[config.mk]
export PLATFORM = sky130hd
export DESIGN_NAME = autotest_top
export DESIGN_NICKNAME = d
export VERILOG_FILES = /design/src/rtl/autotest_pkg.sv /design/src/rtl/vector_loader.sv /design/src/rtl/test_runner.sv /design/src/rtl/result_writer.sv /design/src/rtl/autotest_sequencer.sv /design/src/rtl/autotest_top.sv
export VERILOG_INCLUDE_DIRS = /design/src /design/src/rtl
export SDC_FILE = /design/constraint.sdc
export NUM_CORES = 1
export LEC_CHECK = 0
export BUFFER_PORTS_ARGS = -buffer_cell sky130_fd_sc_hd__buf_2
export CAP_MARGIN = 20
export CORE_MARGIN = 1.5
export CORE_UTILIZATION = 36
export CTS_CLUSTER_SIZE = 10
export DETAILED_ROUTE_END_ITERATION = 6
export PLACE_DENSITY = 0.64
export SYNTH_ARGS = -nofsm -noshare
export SYNTH_HDL_FRONTEND = slang
export SYNTH_SLANG_ARGS = --single-unit
[constraint.sdc]
create_clock -name clk -period 2.64 [get_ports clk]
set_input_delay 0.264 -clock clk [delete_from_list [all_inputs] [get_ports clk]]
set_output_delay 0.264 -clock clk [all_outputs]
set_load 0.005 [all_outputs]
[src/rtl/autotest_params.svh]
// vector sizes are whole bytes and the full result layout has to fit in one 512 byte block
`ifndef AUTOTEST_PARAMS_SVH
`define AUTOTEST_PARAMS_SVH

// uut vector sizes in bytes
`define AT_IN_BYTES 4
`define AT_OUT_BYTES 4

// sd block size in bytes
`define AT_BLOCK_BYTES 512

// marks a block that holds a test vector
`define AT_SIGNATURE 32'hAABBCCDD

`define AT_START_BLOCK 32'h0010_0000

// execution cycle limit, small for simulation
`define AT_TIMEOUT 2000

`endif

[src/rtl/autotest_pkg.sv]
// shared types only, the uut vector widths come from the byte counts in autotest_params.svh
`default_nettype none

`include "autotest_params.svh"

package autotest_pkg;

  typedef logic [7:0] byte_t;
  typedef logic [31:0] block_addr_t;
  typedef logic [9:0] byte_idx_t;
  typedef logic [63:0] cycles_t;
  typedef logic [31:0] err_cnt_t;
  typedef logic [8*`AT_IN_BYTES-1:0] uut_in_t;
  typedef logic [8*`AT_OUT_BYTES-1:0] uut_out_t;

  // read, run and write phases of one block
  typedef enum logic [3:0] {
    idle, sd_reset, sd_reset_wait, block_prep,
    read_open, read_byte, read_byte_wait, check_sig,
    run, capture, compare,
    write_open, write_byte, write_byte_wait, next_block
  } seq_state_e;

endpackage

`default_nettype wire

[src/rtl/vector_loader.sv]
// captured fields hold their value until clear_i, bytes outside signature, input and expected are dropped
`default_nettype none
`timescale 1ns/1ps

`include "autotest_params.svh"

module vector_loader (
  input  wire                          clk,
  input  wire                          clear_i,
  input  wire                          load_en_i,
  input  wire autotest_pkg::byte_idx_t byte_idx_i,
  input  wire autotest_pkg::byte_t     data_i,
  output logic [31:0]                  signature_o,
  output autotest_pkg::uut_in_t        uut_in_o,
  output autotest_pkg::uut_out_t       expected_o,
  output logic                         sig_ok_o
);

  import autotest_pkg::*;

  localparam int IN_BASE  = 4;
  localparam int EXP_BASE = IN_BASE + `AT_IN_BYTES;

  always_ff @(posedge clk) begin
    if (clear_i) begin
      signature_o <= '0;
      uut_in_o    <= '0;
      expected_o  <= '0;
    end else if (load_en_i) begin
      // signature arrives msb first
      for (int k = 0; k < 4; k++) begin
        if (byte_idx_i == byte_idx_t'(k)) begin
          signature_o[8*(3-k) +: 8] <= data_i;
        end
      end
      // vectors are byte-lane ordered
      for (int k = 0; k < `AT_IN_BYTES; k++) begin
        if (byte_idx_i == byte_idx_t'(IN_BASE + k)) begin
          uut_in_o[8*k +: 8] <= data_i;
        end
      end
      for (int k = 0; k < `AT_OUT_BYTES; k++) begin
        if (byte_idx_i == byte_idx_t'(EXP_BASE + k)) begin
          expected_o[8*k +: 8] <= data_i;
        end
      end
    end
  end

  assign sig_ok_o = (signature_o == `AT_SIGNATURE);

  // the sequencer must stop loading at the end of the block
  a_load_in_block: assert property (
    @(posedge clk) load_en_i |-> byte_idx_i < byte_idx_t'(`AT_BLOCK_BYTES)
  );

endmodule

`default_nettype wire

[src/rtl/test_runner.sv]
// test_done is combinational on the live uut flags, the error count only clears on rst or clear_errors_i
`default_nettype none
`timescale 1ns/1ps

`include "autotest_params.svh"

module test_runner (
  input  wire                         clk,
  input  wire                         rst,
  input  wire                         clear_errors_i,
  input  wire                         run_en_i,
  input  wire                         clear_timer_i,
  input  wire                         compare_en_i,
  input  wire                         end_uut_i,
  input  wire                         err_uut_i,
  input  wire autotest_pkg::uut_out_t uut_out_i,
  input  wire autotest_pkg::uut_out_t expected_i,
  output logic                        test_done_o,
  output autotest_pkg::cycles_t       exec_cycles_o,
  output autotest_pkg::uut_out_t      captured_o,
  output autotest_pkg::err_cnt_t      error_count_o
);

  import autotest_pkg::*;

  logic mismatch;

  // execution timer
  always_ff @(posedge clk) begin
    if (rst || clear_timer_i) begin
      exec_cycles_o <= '0;
    end else if (run_en_i) begin
      exec_cycles_o <= exec_cycles_o + 1'b1;
    end
  end

  assign test_done_o = end_uut_i || err_uut_i || (exec_cycles_o > cycles_t'(`AT_TIMEOUT));

  // a uut error counts even with a good output
  assign mismatch = (uut_out_i != expected_i) || err_uut_i;

  always_ff @(posedge clk) begin
    if (compare_en_i) begin
      captured_o <= uut_out_i;
    end
  end

  always_ff @(posedge clk) begin
    if (rst || clear_errors_i) begin
      error_count_o <= '0;
    end else if (compare_en_i && mismatch) begin
      error_count_o <= error_count_o + 1'b1;
    end
  end

endmodule

`default_nettype wire

[src/rtl/result_writer.sv]
// purely combinational, every offset past the cycle count reads back as FF padding
`default_nettype none
`timescale 1ns/1ps

`include "autotest_params.svh"

module result_writer (
  input  wire autotest_pkg::byte_idx_t byte_idx_i,
  input  wire [31:0]                   signature_i,
  input  wire autotest_pkg::uut_in_t   uut_in_i,
  input  wire autotest_pkg::uut_out_t  expected_i,
  input  wire autotest_pkg::uut_out_t  captured_i,
  input  wire autotest_pkg::cycles_t   exec_cycles_i,
  output autotest_pkg::byte_t          wr_byte_o
);

  import autotest_pkg::*;

  localparam int IN_BASE  = 4;
  localparam int EXP_BASE = IN_BASE + `AT_IN_BYTES;
  localparam int CAP_BASE = EXP_BASE + `AT_OUT_BYTES;
  localparam int CYC_BASE = CAP_BASE + `AT_OUT_BYTES;

  always_comb begin
    wr_byte_o = 8'hFF;
    for (int k = 0; k < 4; k++) begin
      if (byte_idx_i == byte_idx_t'(k)) begin
        wr_byte_o = signature_i[8*(3-k) +: 8];
      end
    end
    for (int k = 0; k < `AT_IN_BYTES; k++) begin
      if (byte_idx_i == byte_idx_t'(IN_BASE + k)) begin
        wr_byte_o = uut_in_i[8*k +: 8];
      end
    end
    for (int k = 0; k < `AT_OUT_BYTES; k++) begin
      if (byte_idx_i == byte_idx_t'(EXP_BASE + k)) begin
        wr_byte_o = expected_i[8*k +: 8];
      end
      if (byte_idx_i == byte_idx_t'(CAP_BASE + k)) begin
        wr_byte_o = captured_i[8*k +: 8];
      end
    end
    // cycle count, low byte first
    for (int k = 0; k < 8; k++) begin
      if (byte_idx_i == byte_idx_t'(CYC_BASE + k)) begin
        wr_byte_o = exec_cycles_i[8*k +: 8];
      end
    end
  end

endmodule

`default_nettype wire

[src/rtl/autotest_sequencer.sv]
// every sd request is held until spi_busy_i rises and then waits for it to fall, a bad signature ends the run
`default_nettype none
`timescale 1ns/1ps

`include "autotest_params.svh"

module autotest_sequencer (
  input  wire                       clk,
  input  wire                       rst,
  input  wire                       start_i,
  input  wire                       spi_busy_i,
  input  wire                       test_done_i,
  input  wire                       sig_ok_i,
  output logic                      spi_rst_o,
  output logic                      spi_r_block_o,
  output logic                      spi_r_byte_o,
  output logic                      spi_w_block_o,
  output logic                      spi_w_byte_o,
  output autotest_pkg::block_addr_t spi_block_addr_o,
  output autotest_pkg::byte_idx_t   byte_idx_o,
  output logic                      load_byte_en_o,
  output logic                      clear_vectors_o,
  output logic                      run_en_o,
  output logic                      capture_en_o,
  output logic                      compare_en_o,
  output logic                      rst_uut_o,
  output logic                      busy_o
);

  import autotest_pkg::*;

  localparam byte_idx_t LAST_IDX = byte_idx_t'(`AT_BLOCK_BYTES - 1);

  seq_state_e state;
  seq_state_e state_next;
  logic       busy_seen;
  logic       idx_step;

  always_ff @(posedge clk) begin
    if (rst) begin
      state <= idle;
    end else begin
      state <= state_next;
    end
  end

  // block open needs busy to rise and fall once
  always_ff @(posedge clk) begin
    if (rst || state != state_next) begin
      busy_seen <= 1'b0;
    end else if (spi_busy_i) begin
      busy_seen <= 1'b1;
    end
  end

  always_ff @(posedge clk) begin
    if (rst || (state == idle && start_i)) begin
      spi_block_addr_o <= `AT_START_BLOCK;
    end else if (state == next_block) begin
      spi_block_addr_o <= spi_block_addr_o + 1'b1;
    end
  end

  always_ff @(posedge clk) begin
    if (rst || clear_vectors_o || state == check_sig) begin
      byte_idx_o <= '0;
    end else if (idx_step) begin
      byte_idx_o <= byte_idx_o + 1'b1;
    end
  end

  always_comb begin
    state_next      = state;
    spi_rst_o       = 1'b0;
    spi_r_block_o   = 1'b0;
    spi_r_byte_o    = 1'b0;
    spi_w_block_o   = 1'b0;
    spi_w_byte_o    = 1'b0;
    load_byte_en_o  = 1'b0;
    clear_vectors_o = 1'b0;
    run_en_o        = 1'b0;
    capture_en_o    = 1'b0;
    compare_en_o    = 1'b0;
    rst_uut_o       = 1'b0;
    idx_step        = 1'b0;
    case (state)
      idle: begin
        if (start_i) state_next = sd_reset;
      end
      sd_reset: begin
        spi_rst_o = 1'b1;
        rst_uut_o = 1'b1;
        if (spi_busy_i) state_next = sd_reset_wait;
      end
      sd_reset_wait: begin
        rst_uut_o = 1'b1;
        if (!spi_busy_i) state_next = block_prep;
      end
      block_prep: begin
        rst_uut_o       = 1'b1;
        clear_vectors_o = 1'b1;
        if (!spi_busy_i) state_next = read_open;
      end
      read_open: begin
        rst_uut_o     = 1'b1;
        spi_r_block_o = 1'b1;
        if (busy_seen && !spi_busy_i) state_next = read_byte;
      end
      read_byte: begin
        rst_uut_o     = 1'b1;
        spi_r_block_o = 1'b1;
        spi_r_byte_o  = 1'b1;
        if (spi_busy_i) state_next = read_byte_wait;
      end
      read_byte_wait: begin
        rst_uut_o     = 1'b1;
        spi_r_block_o = 1'b1;
        if (!spi_busy_i) begin
          load_byte_en_o = 1'b1;
          idx_step       = 1'b1;
          state_next     = (byte_idx_o == LAST_IDX) ? check_sig : read_byte;
        end
      end
      check_sig: begin
        rst_uut_o  = 1'b1;
        state_next = sig_ok_i ? run : idle;
      end
      run: begin
        run_en_o = 1'b1;
        if (test_done_i) state_next = capture;
      end
      capture: begin
        capture_en_o = 1'b1;
        state_next   = compare;
      end
      compare: begin
        compare_en_o = 1'b1;
        state_next   = write_open;
      end
      write_open: begin
        spi_w_block_o = 1'b1;
        if (busy_seen && !spi_busy_i) state_next = write_byte;
      end
      write_byte: begin
        spi_w_block_o = 1'b1;
        spi_w_byte_o  = 1'b1;
        if (spi_busy_i) state_next = write_byte_wait;
      end
      write_byte_wait: begin
        spi_w_block_o = 1'b1;
        if (!spi_busy_i) begin
          idx_step   = 1'b1;
          state_next = (byte_idx_o == LAST_IDX) ? next_block : write_byte;
        end
      end
      next_block: begin
        rst_uut_o  = 1'b1;
        state_next = block_prep;
      end
      default: state_next = idle;
    endcase
  end

  assign busy_o = (state != idle);

  a_one_direction: assert property (@(posedge clk) disable iff (rst)
    (spi_r_block_o || spi_r_byte_o) |-> !(spi_w_block_o || spi_w_byte_o));

endmodule

`default_nettype wire

[src/rtl/autotest_top.sv]
// the uut runs until end, error or timeout, and each block is rewritten in place with its result
`default_nettype none
`timescale 1ns/1ps

module autotest_top (
  input  wire                         clk,
  input  wire                         rst,
  input  wire                         start_i,
  output logic                        spi_rst_o,
  output logic                        spi_r_block_o,
  output logic                        spi_r_byte_o,
  output logic                        spi_w_block_o,
  output logic                        spi_w_byte_o,
  output autotest_pkg::block_addr_t   spi_block_addr_o,
  output autotest_pkg::byte_t         spi_data_in_o,
  input  wire                         spi_busy_i,
  input  wire autotest_pkg::byte_t    spi_data_out_i,
  output logic                        rst_uut_o,
  output autotest_pkg::uut_in_t       uut_in_o,
  input  wire                         end_uut_i,
  input  wire                         err_uut_i,
  input  wire autotest_pkg::uut_out_t uut_out_i,
  output autotest_pkg::err_cnt_t      error_count_o,
  output logic                        busy_o
);

  import autotest_pkg::*;

  byte_idx_t   byte_idx;
  logic        load_byte_en;
  logic        clear_vectors;
  logic        run_en;
  logic        capture_en;
  logic        compare_en;
  logic        clear_errors;
  logic [31:0] signature;
  uut_out_t    expected;
  uut_out_t    captured;
  logic        sig_ok;
  logic        test_done;
  cycles_t     exec_cycles;

  // a start only counts while idle
  assign clear_errors = start_i && !busy_o;

  autotest_sequencer i_sequencer (
    .clk(clk), .rst(rst), .start_i(start_i), .spi_busy_i(spi_busy_i),
    .test_done_i(test_done), .sig_ok_i(sig_ok),
    .spi_rst_o(spi_rst_o), .spi_r_block_o(spi_r_block_o), .spi_r_byte_o(spi_r_byte_o),
    .spi_w_block_o(spi_w_block_o), .spi_w_byte_o(spi_w_byte_o),
    .spi_block_addr_o(spi_block_addr_o), .byte_idx_o(byte_idx),
    .load_byte_en_o(load_byte_en), .clear_vectors_o(clear_vectors), .run_en_o(run_en),
    .capture_en_o(capture_en), .compare_en_o(compare_en), .rst_uut_o(rst_uut_o),
    .busy_o(busy_o)
  );

  vector_loader i_loader (
    .clk(clk), .clear_i(clear_vectors), .load_en_i(load_byte_en), .byte_idx_i(byte_idx),
    .data_i(spi_data_out_i), .signature_o(signature), .uut_in_o(uut_in_o),
    .expected_o(expected), .sig_ok_o(sig_ok)
  );

  // timer also covers the capture cycle
  test_runner i_runner (
    .clk(clk), .rst(rst), .clear_errors_i(clear_errors), .run_en_i(run_en || capture_en),
    .clear_timer_i(clear_vectors), .compare_en_i(compare_en), .end_uut_i(end_uut_i),
    .err_uut_i(err_uut_i), .uut_out_i(uut_out_i), .expected_i(expected),
    .test_done_o(test_done), .exec_cycles_o(exec_cycles), .captured_o(captured),
    .error_count_o(error_count_o)
  );

  result_writer i_writer (
    .byte_idx_i(byte_idx), .signature_i(signature), .uut_in_i(uut_in_o),
    .expected_i(expected), .captured_i(captured), .exec_cycles_i(exec_cycles),
    .wr_byte_o(spi_data_in_o)
  );

endmodule

`default_nettype wire

* Word-level counts from Yosys, hierarchy flattened
Cells that the tools add are included.
Storage, ports and cells: flip-flop bits (word level) 271, word-level logic and storage cells 151
Cells by class: $add $sub $neg 4, $lt $le $gt $ge 1, equality and inequality tests 41, multiplexer cells 52, reductions and logical operators 34
Operators with widths (count):
- $mux W8 | 24
- $eq A10 B4 Y1 const B | 8
- $eq A10 B5 Y1 const B | 8
- $add A32 B1 Y32 const B | 2
- $add A64 B1 Y64 const B | 1
- $gt A64 B11 Y1 const B | 1
- $pmux W4 S15 | 1
- $mux W4 | 12
- $eq A10 B3 Y1 const B | 4
- $eq A32 B32 Y1 const B | 1
- $ne A32 B32 Y1 | 1
- $eq A4 B4 Y1 const B | 7
- $reduce_and A2 Y1 | 12
- $eq A10 B2 Y1 const B | 2
- $eq A4 B3 Y1 const B | 4
- $mux W1 | 13
- $add A10 B1 Y10 const B | 1
- $eq A10 B1 Y1 const B | 1
- $eq A10 B9 Y1 const B | 1
- $logic_not A10 Y1 | 1
- $logic_or A1 B1 Y1 | 9
- $eq A4 B2 Y1 const B | 2
- $reduce_or A8 Y1 | 1
- $reduce_or A3 Y1 | 2
- 8 further kinds | 13

* Logic depth before layout (Yosys ltp)
Gate-level depths: netlist of the first run.
depth in word-level cells 25, depth in mapped cells 11, gate-level depth less buffers 8

* Hierarchy
Synthesis of the first run repeated with hierarchy kept, for this count alone.
Second synthesis, totals: cells, all modules 1630, area total of the unflattened synthesis 14642.8 um^2
By module, submodules not included:
- test_runner | instances 1, cells each 630, area each 5936.9 um^2
- vector_loader | instances 1, cells each 358, area each 4025.1 um^2
- autotest_sequencer | instances 1, cells each 294, area each 2397.3 um^2
- result_writer | instances 1, cells each 346, area each 2270.9 um^2
- autotest_top | instances 1, cells each 2, area each 12.5 um^2

* Worst setup path before layout of the first run
Ideal clock, no wire load.
path kind reg2reg, start reg i_sequencer.state[1], end reg i_runner.error_count_o[11], arrival 2.596 ns, required time 2.517 ns, slack -0.079 ns, stages on the path, launching flop included 9, path buffers 4, path through dfxtp_1 buf_4 clkbuf_1 nand3b_1 clkbuf_1 inv_1 clkbuf_1 nand4_1 mux2i_1
On the way: longest elaborated chain between the ends 4
Ends and longest elaborated chain:
- start: declaration | line autotest_sequencer.sv:34 | seq_state_e state;
- start signal: assignment | line autotest_sequencer.sv:41 | state <= idle;
- start signal: assignment | line autotest_sequencer.sv:43 | state <= state_next;
- $reduce_bool A4 Y1 | line autotest_sequencer.sv:164 | assign busy_o = (state != idle);
- $logic_not A1 Y1 | line autotest_top.sv:44 | assign clear_errors = start_i && !busy_o;
- $logic_and A1 B1 Y1 | line autotest_top.sv:44
- $logic_or A1 B1 Y1 | line test_runner.sv:49 | if (rst || clear_errors_i) begin
- end signal: assignment | line test_runner.sv:52 | error_count_o <= error_count_o + 1'b1;
- end: declaration | line test_runner.sv:21 | output autotest_pkg::err_cnt_t error_count_o
Several ways; a longest one is shown, not always the timed one. A chain may end at the register's enable or synchronous reset.

* Worst setup path in the final report of the first run
start reg i_sequencer.byte_idx_o[4], end out spi_data_in_o[0]
On the way: longest elaborated chain between the ends 25
Ends and longest elaborated chain:
- start: declaration | line autotest_sequencer.sv:20 | output autotest_pkg::byte_idx_t byte_idx_o,
- start signal: assignment | line autotest_sequencer.sv:68 | byte_idx_o <= byte_idx_o + 1'b1;
- $logic_not A10 Y1 | line result_writer.sv:27 | if (byte_idx_i == byte_idx_t'(k)) begin
- $mux W8 (4 in series) | line result_writer.sv:27
- $mux W8 (4 in series) | line result_writer.sv:32 | if (byte_idx_i == byte_idx_t'(IN_BASE + k)) begin
- $mux W8 | line result_writer.sv:37 | if (byte_idx_i == byte_idx_t'(EXP_BASE + k)) begin
- $mux W8 | line result_writer.sv:40 | if (byte_idx_i == byte_idx_t'(CAP_BASE + k)) begin
- $mux W8 | line result_writer.sv:37
- $mux W8 | line result_writer.sv:40
- $mux W8 | line result_writer.sv:37
- $mux W8 | line result_writer.sv:40
- $mux W8 | line result_writer.sv:37
- $mux W8 | line result_writer.sv:40
- $mux W8 (7 in series) | line result_writer.sv:46 | if (byte_idx_i == byte_idx_t'(CYC_BASE + k)) begin
- $mux W8 * | line result_writer.sv:46
- end: declaration | line autotest_top.sv:15 | output autotest_pkg::byte_t spi_data_in_o,
Every way passes the cells marked *; elsewhere a longest branch is shown, timed or not.

==> results of run 1 <==
[final cells by class]
| cell class | instances | area [sq um] | area share [%] |
|---|---|---|---|
| multi-input cells | 1338 | 8610 | 43.9 |
| flip-flops and latches | 271 | 5760 | 29.3 |
| clock inverters | 4 | 35.0 | 0.178 |
| repair buffers | 463 | 3390 | 17.3 |
| clock buffers | 55 | 1050 | 5.37 |
| well taps | 525 | 657 | 3.35 |
| inverters | 32 | 125 | 0.637 |
[state kept, by name, summed over array words and instances, names as in the netlist]
| signal | cells |
|---|---|
| i_sequencer.byte_idx_o | 10 |
| i_sequencer.spi_block_addr_o | 32 |
| i_runner.error_count_o | 32 |
| i_loader.uut_in_o | 32 |
| i_loader.signature_o | 32 |
| i_runner.exec_cycles_o | 64 |
| i_sequencer.busy_seen | 1 |
| i_loader.expected_o | 32 |
| i_runner.captured_o | 32 |
| i_sequencer.state | 4 |
[layer usage]
layer | GRT usage (%) | wire (um) | up-vias
li1 | - | - | 7181
met1 | 36.3 | 24500 | 7446
met2 | 41.5 | 25000 | 601
met3 | 5.01 | 4160 | 113
met4 | 10.0 | 1830 | 4
met5 | 0 | 30 | -
[metrics by stage]
stage          cells  util, %  power, mW  cell area (sq um)  hold WS (ns)
2_1_floorplan   1764        -       4.46              14400         0.363
3_3_place_gp    2572     43.9       4.61              17400         0.456
3_5_place_dp    2572     43.9       4.62              17400         0.462
4_1_cts         2682     49.1       9.24              19500        0.0220
5_1_grt         2688     49.5       9.43              19600        0.0562
6_report        2688     49.5       9.15              19600        0.0423
[cell families (layout without fill, tap and decap cells)]
family,count (synthesis),after routing
AND/OR/NAND/NOR,827,827
adder cells (fa/ha/maj),8,8
multiplexers,51,51
buffers and inverters,155,554
AO/OA/AOI/OAI,330,330
flip-flops,271,271
XOR/XNOR,122,122
[power breakdown]
part	internal [mW]	switching [mW]
clock	2.73	1.84
combinational	0.158	0.238
sequential	4.17	0.00704
total	7.06	2.08
[layout by cell type, fill, tap and decap left out, drive strengths merged, types with 9 or more instances in the layout]
cell	n
nand2	188
and4	12
buf	430
clkbuf	56
nor3b	11
a21oi	117
and3	15
or4	11
xnor2	82
dlygate4sd3	32
edfxtp	32
o21ai	38
o211ai	11
nand4	60
or3	22
o31ai	10
nand3	125
o22ai	19
dfxtp	239
nand2b	36
nor4	50
nor2b	15
o41ai	13
xor2	40
nor2	193
a221oi	9
mux2i	51
a211oi	19
inv	32
nor3	54
o311ai	13
[worst max-delay path, cell delays in order (launching register included)]
cell,delay [ns]
dfxtp_1,0.31
or4_4,0.54
buf_6,0.17
buf_8,0.12
or3_1,0.29
o221a_2,0.29
o211ai_1,0.28
a211oi_2,0.18
a2bb2oi_2,0.20
buf_2,0.14
[repair_timing]
item / in CTS / in global routing
hold buffers: 32 / 0
resized for setup: 121 / 28
buffers inserted: 21 / 6
pin swaps: 44 / 22
hold endpoints to repair: 32 / 0
cloned: 1 / 0
endpoints found under the setup margin: 9 / 10
[worst paths after layout]
path	slack, ns	end	start	cells after the start
min reg2reg	0.47	i_loader.signature_o[31]$_SDFFE_PP0P_	i_loader.signature_o[31]$_SDFFE_PP0P_	2
min	0.04	i_sequencer.state[0]$_SDFF_PP0_	rst	2
max	-0.69	spi_data_in_o[0]	i_sequencer.byte_idx_o[4]$_SDFFE_PP0P_	9
max reg2reg	0.11	i_runner.exec_cycles_o[63]$_SDFFE_PP0P_	i_runner.exec_cycles_o[20]$_SDFFE_PP0P_	7
==> flow_summary_export.csv, run 1 <==
group,metric,value,unit
synthesis,ys.flop_type,"dfxtp_1",
finish,num-nets-final,2195,
clocking,cts_buffers,35,
power,p_leak,7.71,nW
synthesis,syn_nets,1818,
placement,gp_congestion,1.02,
synthesis,yosys.area.top_type,"dfxtp_1",
placement,port_buffers,156,
drt,wl_per_cell,20.6,um
drt,wl,55500,um
floorplan,die_y,203,um
clocking,clock_latency,0.55,ns
synthesis,synth-edff-count,32,
floorplan,die_w,203,um
synthesis,ys_types,77,
global_routing,track_usage,26.6,%
floorplan,ios,157,
run_status,status,"finished with violations",
power,power_density,466,nW/um^2
critical_path,startpoint_type,"flop",
sta,fin_tns_setup,-5.07,ns
synthesis,synth.mux.area_fraction,3.54,%
sta,skew,0.0240,ns
drt,drt-initial-drc-count,1321,
sta,setup_viol,8,
synthesis,yosysTopAreaCellShare,33.2,%
placement,place_hpwl,41200,um
synthesis,synth_area_per_cell,8.17,sq um
finish,n_antenna_cell,0,
sta,worst_slack,-0.687,ns
sta,worst_pin_slew,0.776,ns
drt,drt_pre_antenna_iters,6,
synthesis,ys_ff_latch,271,
drt,drc,0,
critical_path,critPathCaptureType,"output pin",
critical_path,cp_max_fo,6,
floorplan,start_util,36.4,%
critical_path,critical_path_class,"reg -> out",
run,cap_violations,0,
synthesis,yosysMostFrequentCell,"dfxtp_1",
synthesis,synth_top_family_by_area,"simple AND/OR/NAND/NOR gates",
synthesis,synth_fa_ha_area_share,0.694,%
synthesis,synthesis.area,14400,sq um
power,max-vdd-ir-drop,0.394,mV
synthesis,synthSimpleGateAreaFrac,29.0,%
clocking,path_clk_slew,0.06,ns
floorplan,design.die.area,41200,sq um
synthesis,ys_top_cells_by_count,"239 x dfxtp_1, 193 x nor2_1, 188 x nand2_1",
finish,area_growth,36.2,%
clocking,htreeDepth,2,
sta,min_period,3.33,ns
run_status,violations,"setup timing",
sta,fmax,301,MHz
drt,routed_via_density,5.71,
sta,hold_viol_final,0,
placement,place_ws,-0.402,ns
sta,max-slew-margin-rel,48.2,%
global_routing,grt_overflow,0,
sta,final_max_slew_viol_count,0,
synthesis,yosysSeqAreaShare,39.9,%
synthesis,ys_warn_count,0,
clocking,cts_sinks,271,
sta,final.period_utilization,126,%
global_routing,grt_antenna_before_repair,3,
synthesis,synth-compound-area-share,15.3,%
floorplan,rows,73,
global_routing,grt_pass1_vias,14700,
clocking,tritoncts,"done",
sta,rsz0062_at_grt,"yes",
clocking,cts_buffer_depth,3,
critical_path,arrival,3.06,ns
synthesis,netlist_instances,1764,
finish,fillers,3817,
floorplan,coreArea,39600,sq um
finish,drive_gt1_share,26.9,%
critical_path,cp.required,2.38,ns
global_routing,grt_start_max_net_pins,97,
drt,num_vias,15300,
drt,ant_nets,0,
synthesis,synth_xor_area_share,7.41,%
worst_hold_path,hold_path.class,"in -> reg",
clocking,cts-root-buf,"clkbuf_16",
synthesis,synthArstFlopShare,0,%
global_routing,grt_pass1_wl,85500,um
synthesis,ys_top_cells_by_area,"dfxtp_1 33%, edfxtp_1 6.7%, nor2_1 5.0%, xnor2_1 5.0%, nand2_1 4.9%",
Note: power is estimated with default switching activity, not from simulation.
==> run 2: changes to the inputs <==
Settings changed: SETUP_SLACK_MARGIN from default to 0.4.
==> flow_summary_export.csv, run 2 (same netlist as run 1, synthesis figures left out) <==
group,metric,value,unit
floorplan,start_util,36.4,%
clocking,path_clk_slew,0.05,ns
critical_path,startpoint_type,"flop",
drt,ant_nets,0,
sta,min_period,3.32,ns
floorplan,design.die.area,41200,sq um
sta,final.period_utilization,126,%
placement,place_ws,-0.265,ns
finish,area_growth,41.0,%
finish,most-common-layout-cells,"237 x buf_4, 212 x dfxtp_1, 184 x nand2_1",
sta,worst_slack,-0.677,ns
power,power_density,449,nW/um^2
sta,skew,0.0115,ns
drt,num_vias,15400,
drt,drt_pre_antenna_iters,5,
placement,gp_congestion,1.04,
finish,n_antenna_cell,0,
global_routing,grt_pass1_vias,14500,
critical_path,critical_path_class,"reg -> out",
clocking,cts_buffers,35,
floorplan,die_y,203,um
global_routing,grt_start_max_net_pins,97,
sta,hold_viol_final,0,
floorplan,rows,73,
clocking,tritoncts,"done",
drt,drc,0,
finish,fin_cells,2686,
critical_path,cp_max_fo,4,
clocking,htreeDepth,2,
placement,dpl_cell_area,17500,sq um
placement,place_hpwl,42500,um
drt,wl_per_cell,21.7,um
finish,largest_reg_flops,64,
global_routing,grt_pass1_wl,86800,um
critical_path,arrival,3.05,ns
placement,port_buffers,156,
floorplan,die_w,203,um
clocking,cts_sinks,271,
placement,dp_cells,2550,
clocking,clock_latency,0.55,ns
critical_path,cp.required,2.38,ns
critical_path,critPathCaptureType,"output pin",
run,cap_violations,0,
clocking,cts_buffer_depth,3,
run_status,status,"finished with violations",
sta,fin_tns_setup,-4.85,ns
drt,wl,58300,um
finish,fillers,3785,
floorplan,coreArea,39600,sq um
sta,worst_hold_slack,0.0243,ns
finish,largest-register,"i_runner.exec_cycles_o",
global_routing,grt_antenna_before_repair,1,
floorplan,ios,157,
global_routing,grt_overflow,0,
finish,mostFrequentLayoutCell,"buf_4",
sta,max-slew-margin-rel,65.2,%
sta,fmax,301,MHz
power,max-vdd-ir-drop,0.421,mV
power,power,9.13,mW
global_routing,track_usage,27.4,%
clocking,cts-root-buf,"clkbuf_16",
drt,routed_via_density,5.75,
sta,final_max_slew_viol_count,0,
run_status,violations,"setup timing",
worst_hold_path,hold_path.class,"in -> reg",
sta,setup_viol,8,
finish,num-nets-final,2196,
power,p_leak,8.03,nW
finish,finish.utilization,51.3,%
finish,drive_gt1_share,31.3,%
drt,drt-initial-drc-count,1380,
sta,worst_pin_slew,0.522,ns
sta,rsz0062_at_grt,"yes",
finish,design_area,20300,sq um
run 2: timing repair:
item | in CTS | in global routing
setup endpoints to repair | 70 | 194
pin swaps | 37 | 33
gates cloned | 1 | 0
setup buffers | 26 | 24
hold buffers | 29 | 0
resized for setup | 121 | 109
hold endpoints to repair | 29 | 0
run 2: critical path, stage by stage (launching register included):
cell	delay, ns
dfxtp_2	0.32
or4_4	0.59
buf_6	0.15
buf_4	0.13
nor3_4	0.16
buf_6	0.14
buf_6	0.12
a222oi_1	0.09
nand3_1	0.15
o211ai_1	0.16
a211oi_2	0.32
buf_2	0.18
run 2: worst paths after layout:
check	slack [ns]	endpoint	depth (start not counted)	startpoint
setup reg to reg	0.17	i_sequencer.busy_seen$_SDFFE_PP0P_	7	i_runner.exec_cycles_o[62]$_SDFFE_PP0P_
setup / recovery	-0.68	spi_data_in_o[3]	11	i_sequencer.byte_idx_o[7]$_SDFFE_PP0P_
hold / removal	0.02	i_runner.captured_o[27]$_DFFE_PP_	1	uut_out_i[27]
hold reg to reg	0.48	i_loader.signature_o[27]$_SDFFE_PP0P_	2	i_loader.signature_o[27]$_SDFFE_PP0P_
run 2: cell type report:
class | count | area (sq um) | share of cell area [%]
multi-input combinational | 1339 | 9230 | 45.4
clock inverter | 7 | 110 | 0.542
inverter | 32 | 126 | 0.622
sequential | 271 | 5790 | 28.5
timing repair buffer | 463 | 3460 | 17.0
tap | 525 | 657 | 3.23
clock buffer | 49 | 948 | 4.67
run 2: routing by layer:
| metal | GRT usage [%] | part of all wire (%) | up-vias |
|---|---|---|---|
| li1 | - | - | 7183 |
| met5 | 0 | 0 | - |
| met1 | 37.7 | 44 | 7482 |
| met4 | 7.83 | 2.4 | 0 |
| met3 | 8.19 | 9.7 | 97 |
| met2 | 41.2 | 44 | 676 |
run 2: report_power, final:
part	total, mW	switching, mW	internal, mW
Combinational	0.427	0.256	0.171
Clock	4.52	1.83	2.69
Sequential	4.18	0.0114	4.17
==> run 3: changes to the inputs <==
Settings changed: SYNTH_HIERARCHICAL from default to 1.
==> flow_summary_export.csv, run 3 <==
group,metric,value,unit
run_status,status,"finished with violations",
run_status,violations,"setup timing",
finish,drive_gt1_share,30.9,%
global_routing,track_usage,25.5,%
clocking,cts-root-buf,"clkbuf_16",
synthesis,synthArstFlopShare,0,%
drt,routed_via_density,5.66,
critical_path,critPathCaptureType,"output pin",
power,switching_share,31.3,%
synthesis,ys_top_cells_by_area,"dfxtp_1 33%, mux2i_1 7.2%, edfxtp_1 6.6%, xor2_1 5.6%, nand2b_1 5.0%",
placement,place_hpwl,40400,um
synthesis,ys_ff_latch,271,
sta,worst_pin_slew,0.746,ns
clocking,cts_buffers,35,
finish,area_growth,34.8,%
drt,num_vias,14300,
global_routing,grt_overflow,0,
worst_hold_path,hold_path.class,"in -> reg",
synthesis,synth-edff-count,32,
power,p_comb_share,19.2,%
power,p_leak,8.35,nW
critical_path,critical_path_class,"reg -> out",
power,power_density,666,nW/um^2
clocking,cts_sinks,271,
floorplan,design.die.area,41900,sq um
drt,drt-initial-drc-count,1147,
critical_path,ff2ff_setup_slack,0.33,ns
clocking,htreeDepth,2,
clocking,cts_buffer_depth,3,
placement,gp_congestion,1.00,
global_routing,grt_antenna_before_repair,0,
clocking,path_clk_slew,0.06,ns
synthesis,syn_nets,1681,
sta,skew,0.0192,ns
drt,drt_pre_antenna_iters,7,
drt,ant_nets,0,
power,power,13.1,mW
floorplan,ios,157,
sta,hold_viol_final,0,
synthesis,yosysTopAreaCellShare,32.7,%
power,p_int,9.03,mW
power,max-vdd-ir-drop,0.399,mV
floorplan,rows,73,
synthesis,ys_top_cells_by_count,"239 x dfxtp_1, 154 x nor2_1, 118 x nand2b_1",
finish,largest-register,"i_runner/exec_cycles_o",
sta,setup_viol,8,
floorplan,die_w,205,um
finish,most-common-layout-cells,"213 x dfxtp_1, 195 x buf_4, 156 x buf_2",
drt,drc,0,
power,pwr-share-clk,36.0,%
clocking,tritoncts,"done",
finish,num-nets-final,2034,
sta,worst_slack,-0.362,ns
power,power_switching,4.11,mW
drt,wl_per_cell,21.9,um
synthesis,ys.flop_type,"dfxtp_1",
run,cap_violations,0,
critical_path,cp.required,2.38,ns
critical_path,arrival,2.74,ns
sta,fmax,333,MHz
sta,rsz0062_at_grt,"yes",
critical_path,cp_max_fo,9,
synthesis,yosys.area.top_type,"dfxtp_1",
finish,mostFrequentLayoutCell,"dfxtp_1",
clocking,clock_latency,0.56,ns
global_routing,grt_start_max_net_pins,60,
drt,wl,55300,um
synthesis,synthesis.area,14600,sq um
sta,final_max_slew_viol_count,0,
floorplan,start_util,36.7,%
placement,port_buffers,156,
synthesis,yosysSeqAreaShare,39.2,%
finish,fillers,3735,
critical_path,startpoint_type,"flop",
synthesis,ys_warn_count,6,
global_routing,grt_pass1_vias,13800,
synthesis,ys_types,94,
power,seqPwrFrac,44.8,%
global_routing,grt_pass1_wl,82700,um
sta,min_period,3.00,ns
synthesis,netlist_instances,1630,
finish,largest_reg_flops,64,
sta,worst_hold_slack,0.0345,ns
floorplan,die_y,205,um
sta,max-slew-margin-rel,49.8,%
synthesis,synth_area_per_cell,8.98,sq um
sta,final.period_utilization,114,%
synthesis,yosysMostFrequentCell,"dfxtp_1",
floorplan,coreArea,39900,sq um
run 3: metrics by stage:
stage	area (sq um)	util, %	setup WS [ns]	setup TNS (ns)	std cells
after floorplan	14900	-	0.103	0	1630
after global placement	17200	43.1	-0.0514	-0.0845	2391
after detailed placement	17200	43.1	0.0101	0	2391
after CTS	19000	47.7	-0.355	-2.54	2501
after global routing	19700	49.4	-0.416	-3.03	2530
final	19700	49.4	-0.362	-2.44	2531
run 3: repair_timing:
| action | in CTS | in global routing |
|---|---|---|
| pin swaps | 23 | 46 |
| setup buffers | 19 | 26 |
| gates resized for setup | 66 | 105 |
| endpoints found under the setup margin | 63 | 170 |
| cloned | 0 | 3 |
| hold endpoints to repair | 32 | 0 |
| hold buffers | 32 | 0 |
run 3: cells by family (layout without fill, tap and decap cells):
family / count (synthesis) / after routing / share of synthesized area [%]
adders and majority gates: 5 / 5 / 0.427
muxes: 118 / 118 / 8.40
DFF: 271 / 271 / 39.2
buffers and inverters: 118 / 493 / 3.47
AOI/OAI and AO/OA: 270 / 270 / 12.0
xor gates and xnor gates: 127 / 127 / 7.60
other: 0 / 1 / 0
and+or+nand+nor: 721 / 721 / 28.9
run 3: final cells by class:
type,count,area (sq um),share of cell area (%)
repair buffers,413,3020,15.3
multi-input cells,1241,9070,45.9
well taps,525,657,3.33
flip-flops and latches,271,5790,29.4
diodes,1,2.50,0.0127
clock buffers,52,1000,5.07
clock inverters,7,119,0.602
inverters,21,80.1,0.406
run 3: layer usage:
metal | wire length [um] | vias to the layer above | GRT usage [%] | share of wire [%]
met5 | 0 | - | 0 | 0
met4 | 1970 | 0 | 8.95 | 3.6
met3 | 3080 | 109 | 3.90 | 5.6
met2 | 26200 | 471 | 42.1 | 47
met1 | 24000 | 7052 | 33.8 | 43
li1 | - | 6682 | - | -
run 3: power groups by stage:
stage | registers, mW | logic (mW) | clock network (mW)
after CTS | 5.84 | 2.43 | 4.84
after global routing | 5.93 | 2.74 | 4.98
after floorplan | 5.51 | 1.44 | 0
final | 5.88 | 2.53 | 4.73
after global placement | 5.90 | 2.24 | 0
after detailed placement | 5.91 | 2.32 | 0
run 3: final timing paths:
| check | startpoint | to | depth (start not counted) |
|---|---|---|---|
| worst min-delay path | rst | i_sequencer/state[0]$_SDFF_PP0_ | 2 |
| worst max-delay path | i_sequencer/byte_idx_o[7]$_SDFFE_PP0P_ | spi_data_in_o[0] | 9 |
| worst max register to register | i_runner/exec_cycles_o[37]$_SDFFE_PP0P_ | i_sequencer/state[0]$_SDFF_PP0_ | 12 |
| worst min register to register | i_runner/error_count_o[31]$_SDFFE_PP0P_ | i_runner/error_count_o[31]$_SDFFE_PP0P_ | 2 |
run 3: critical path: stages, from the launching register on:
cell and delay [ns]:
dfxtp_2 0.35, or4_4 0.55, buf_6 0.17, nor3_1 0.14, buf_4 0.16, a21oi_1 0.08, a22oi_2 0.26, o21ai_1 0.15
and3_4 0.21, buf_6 0.11
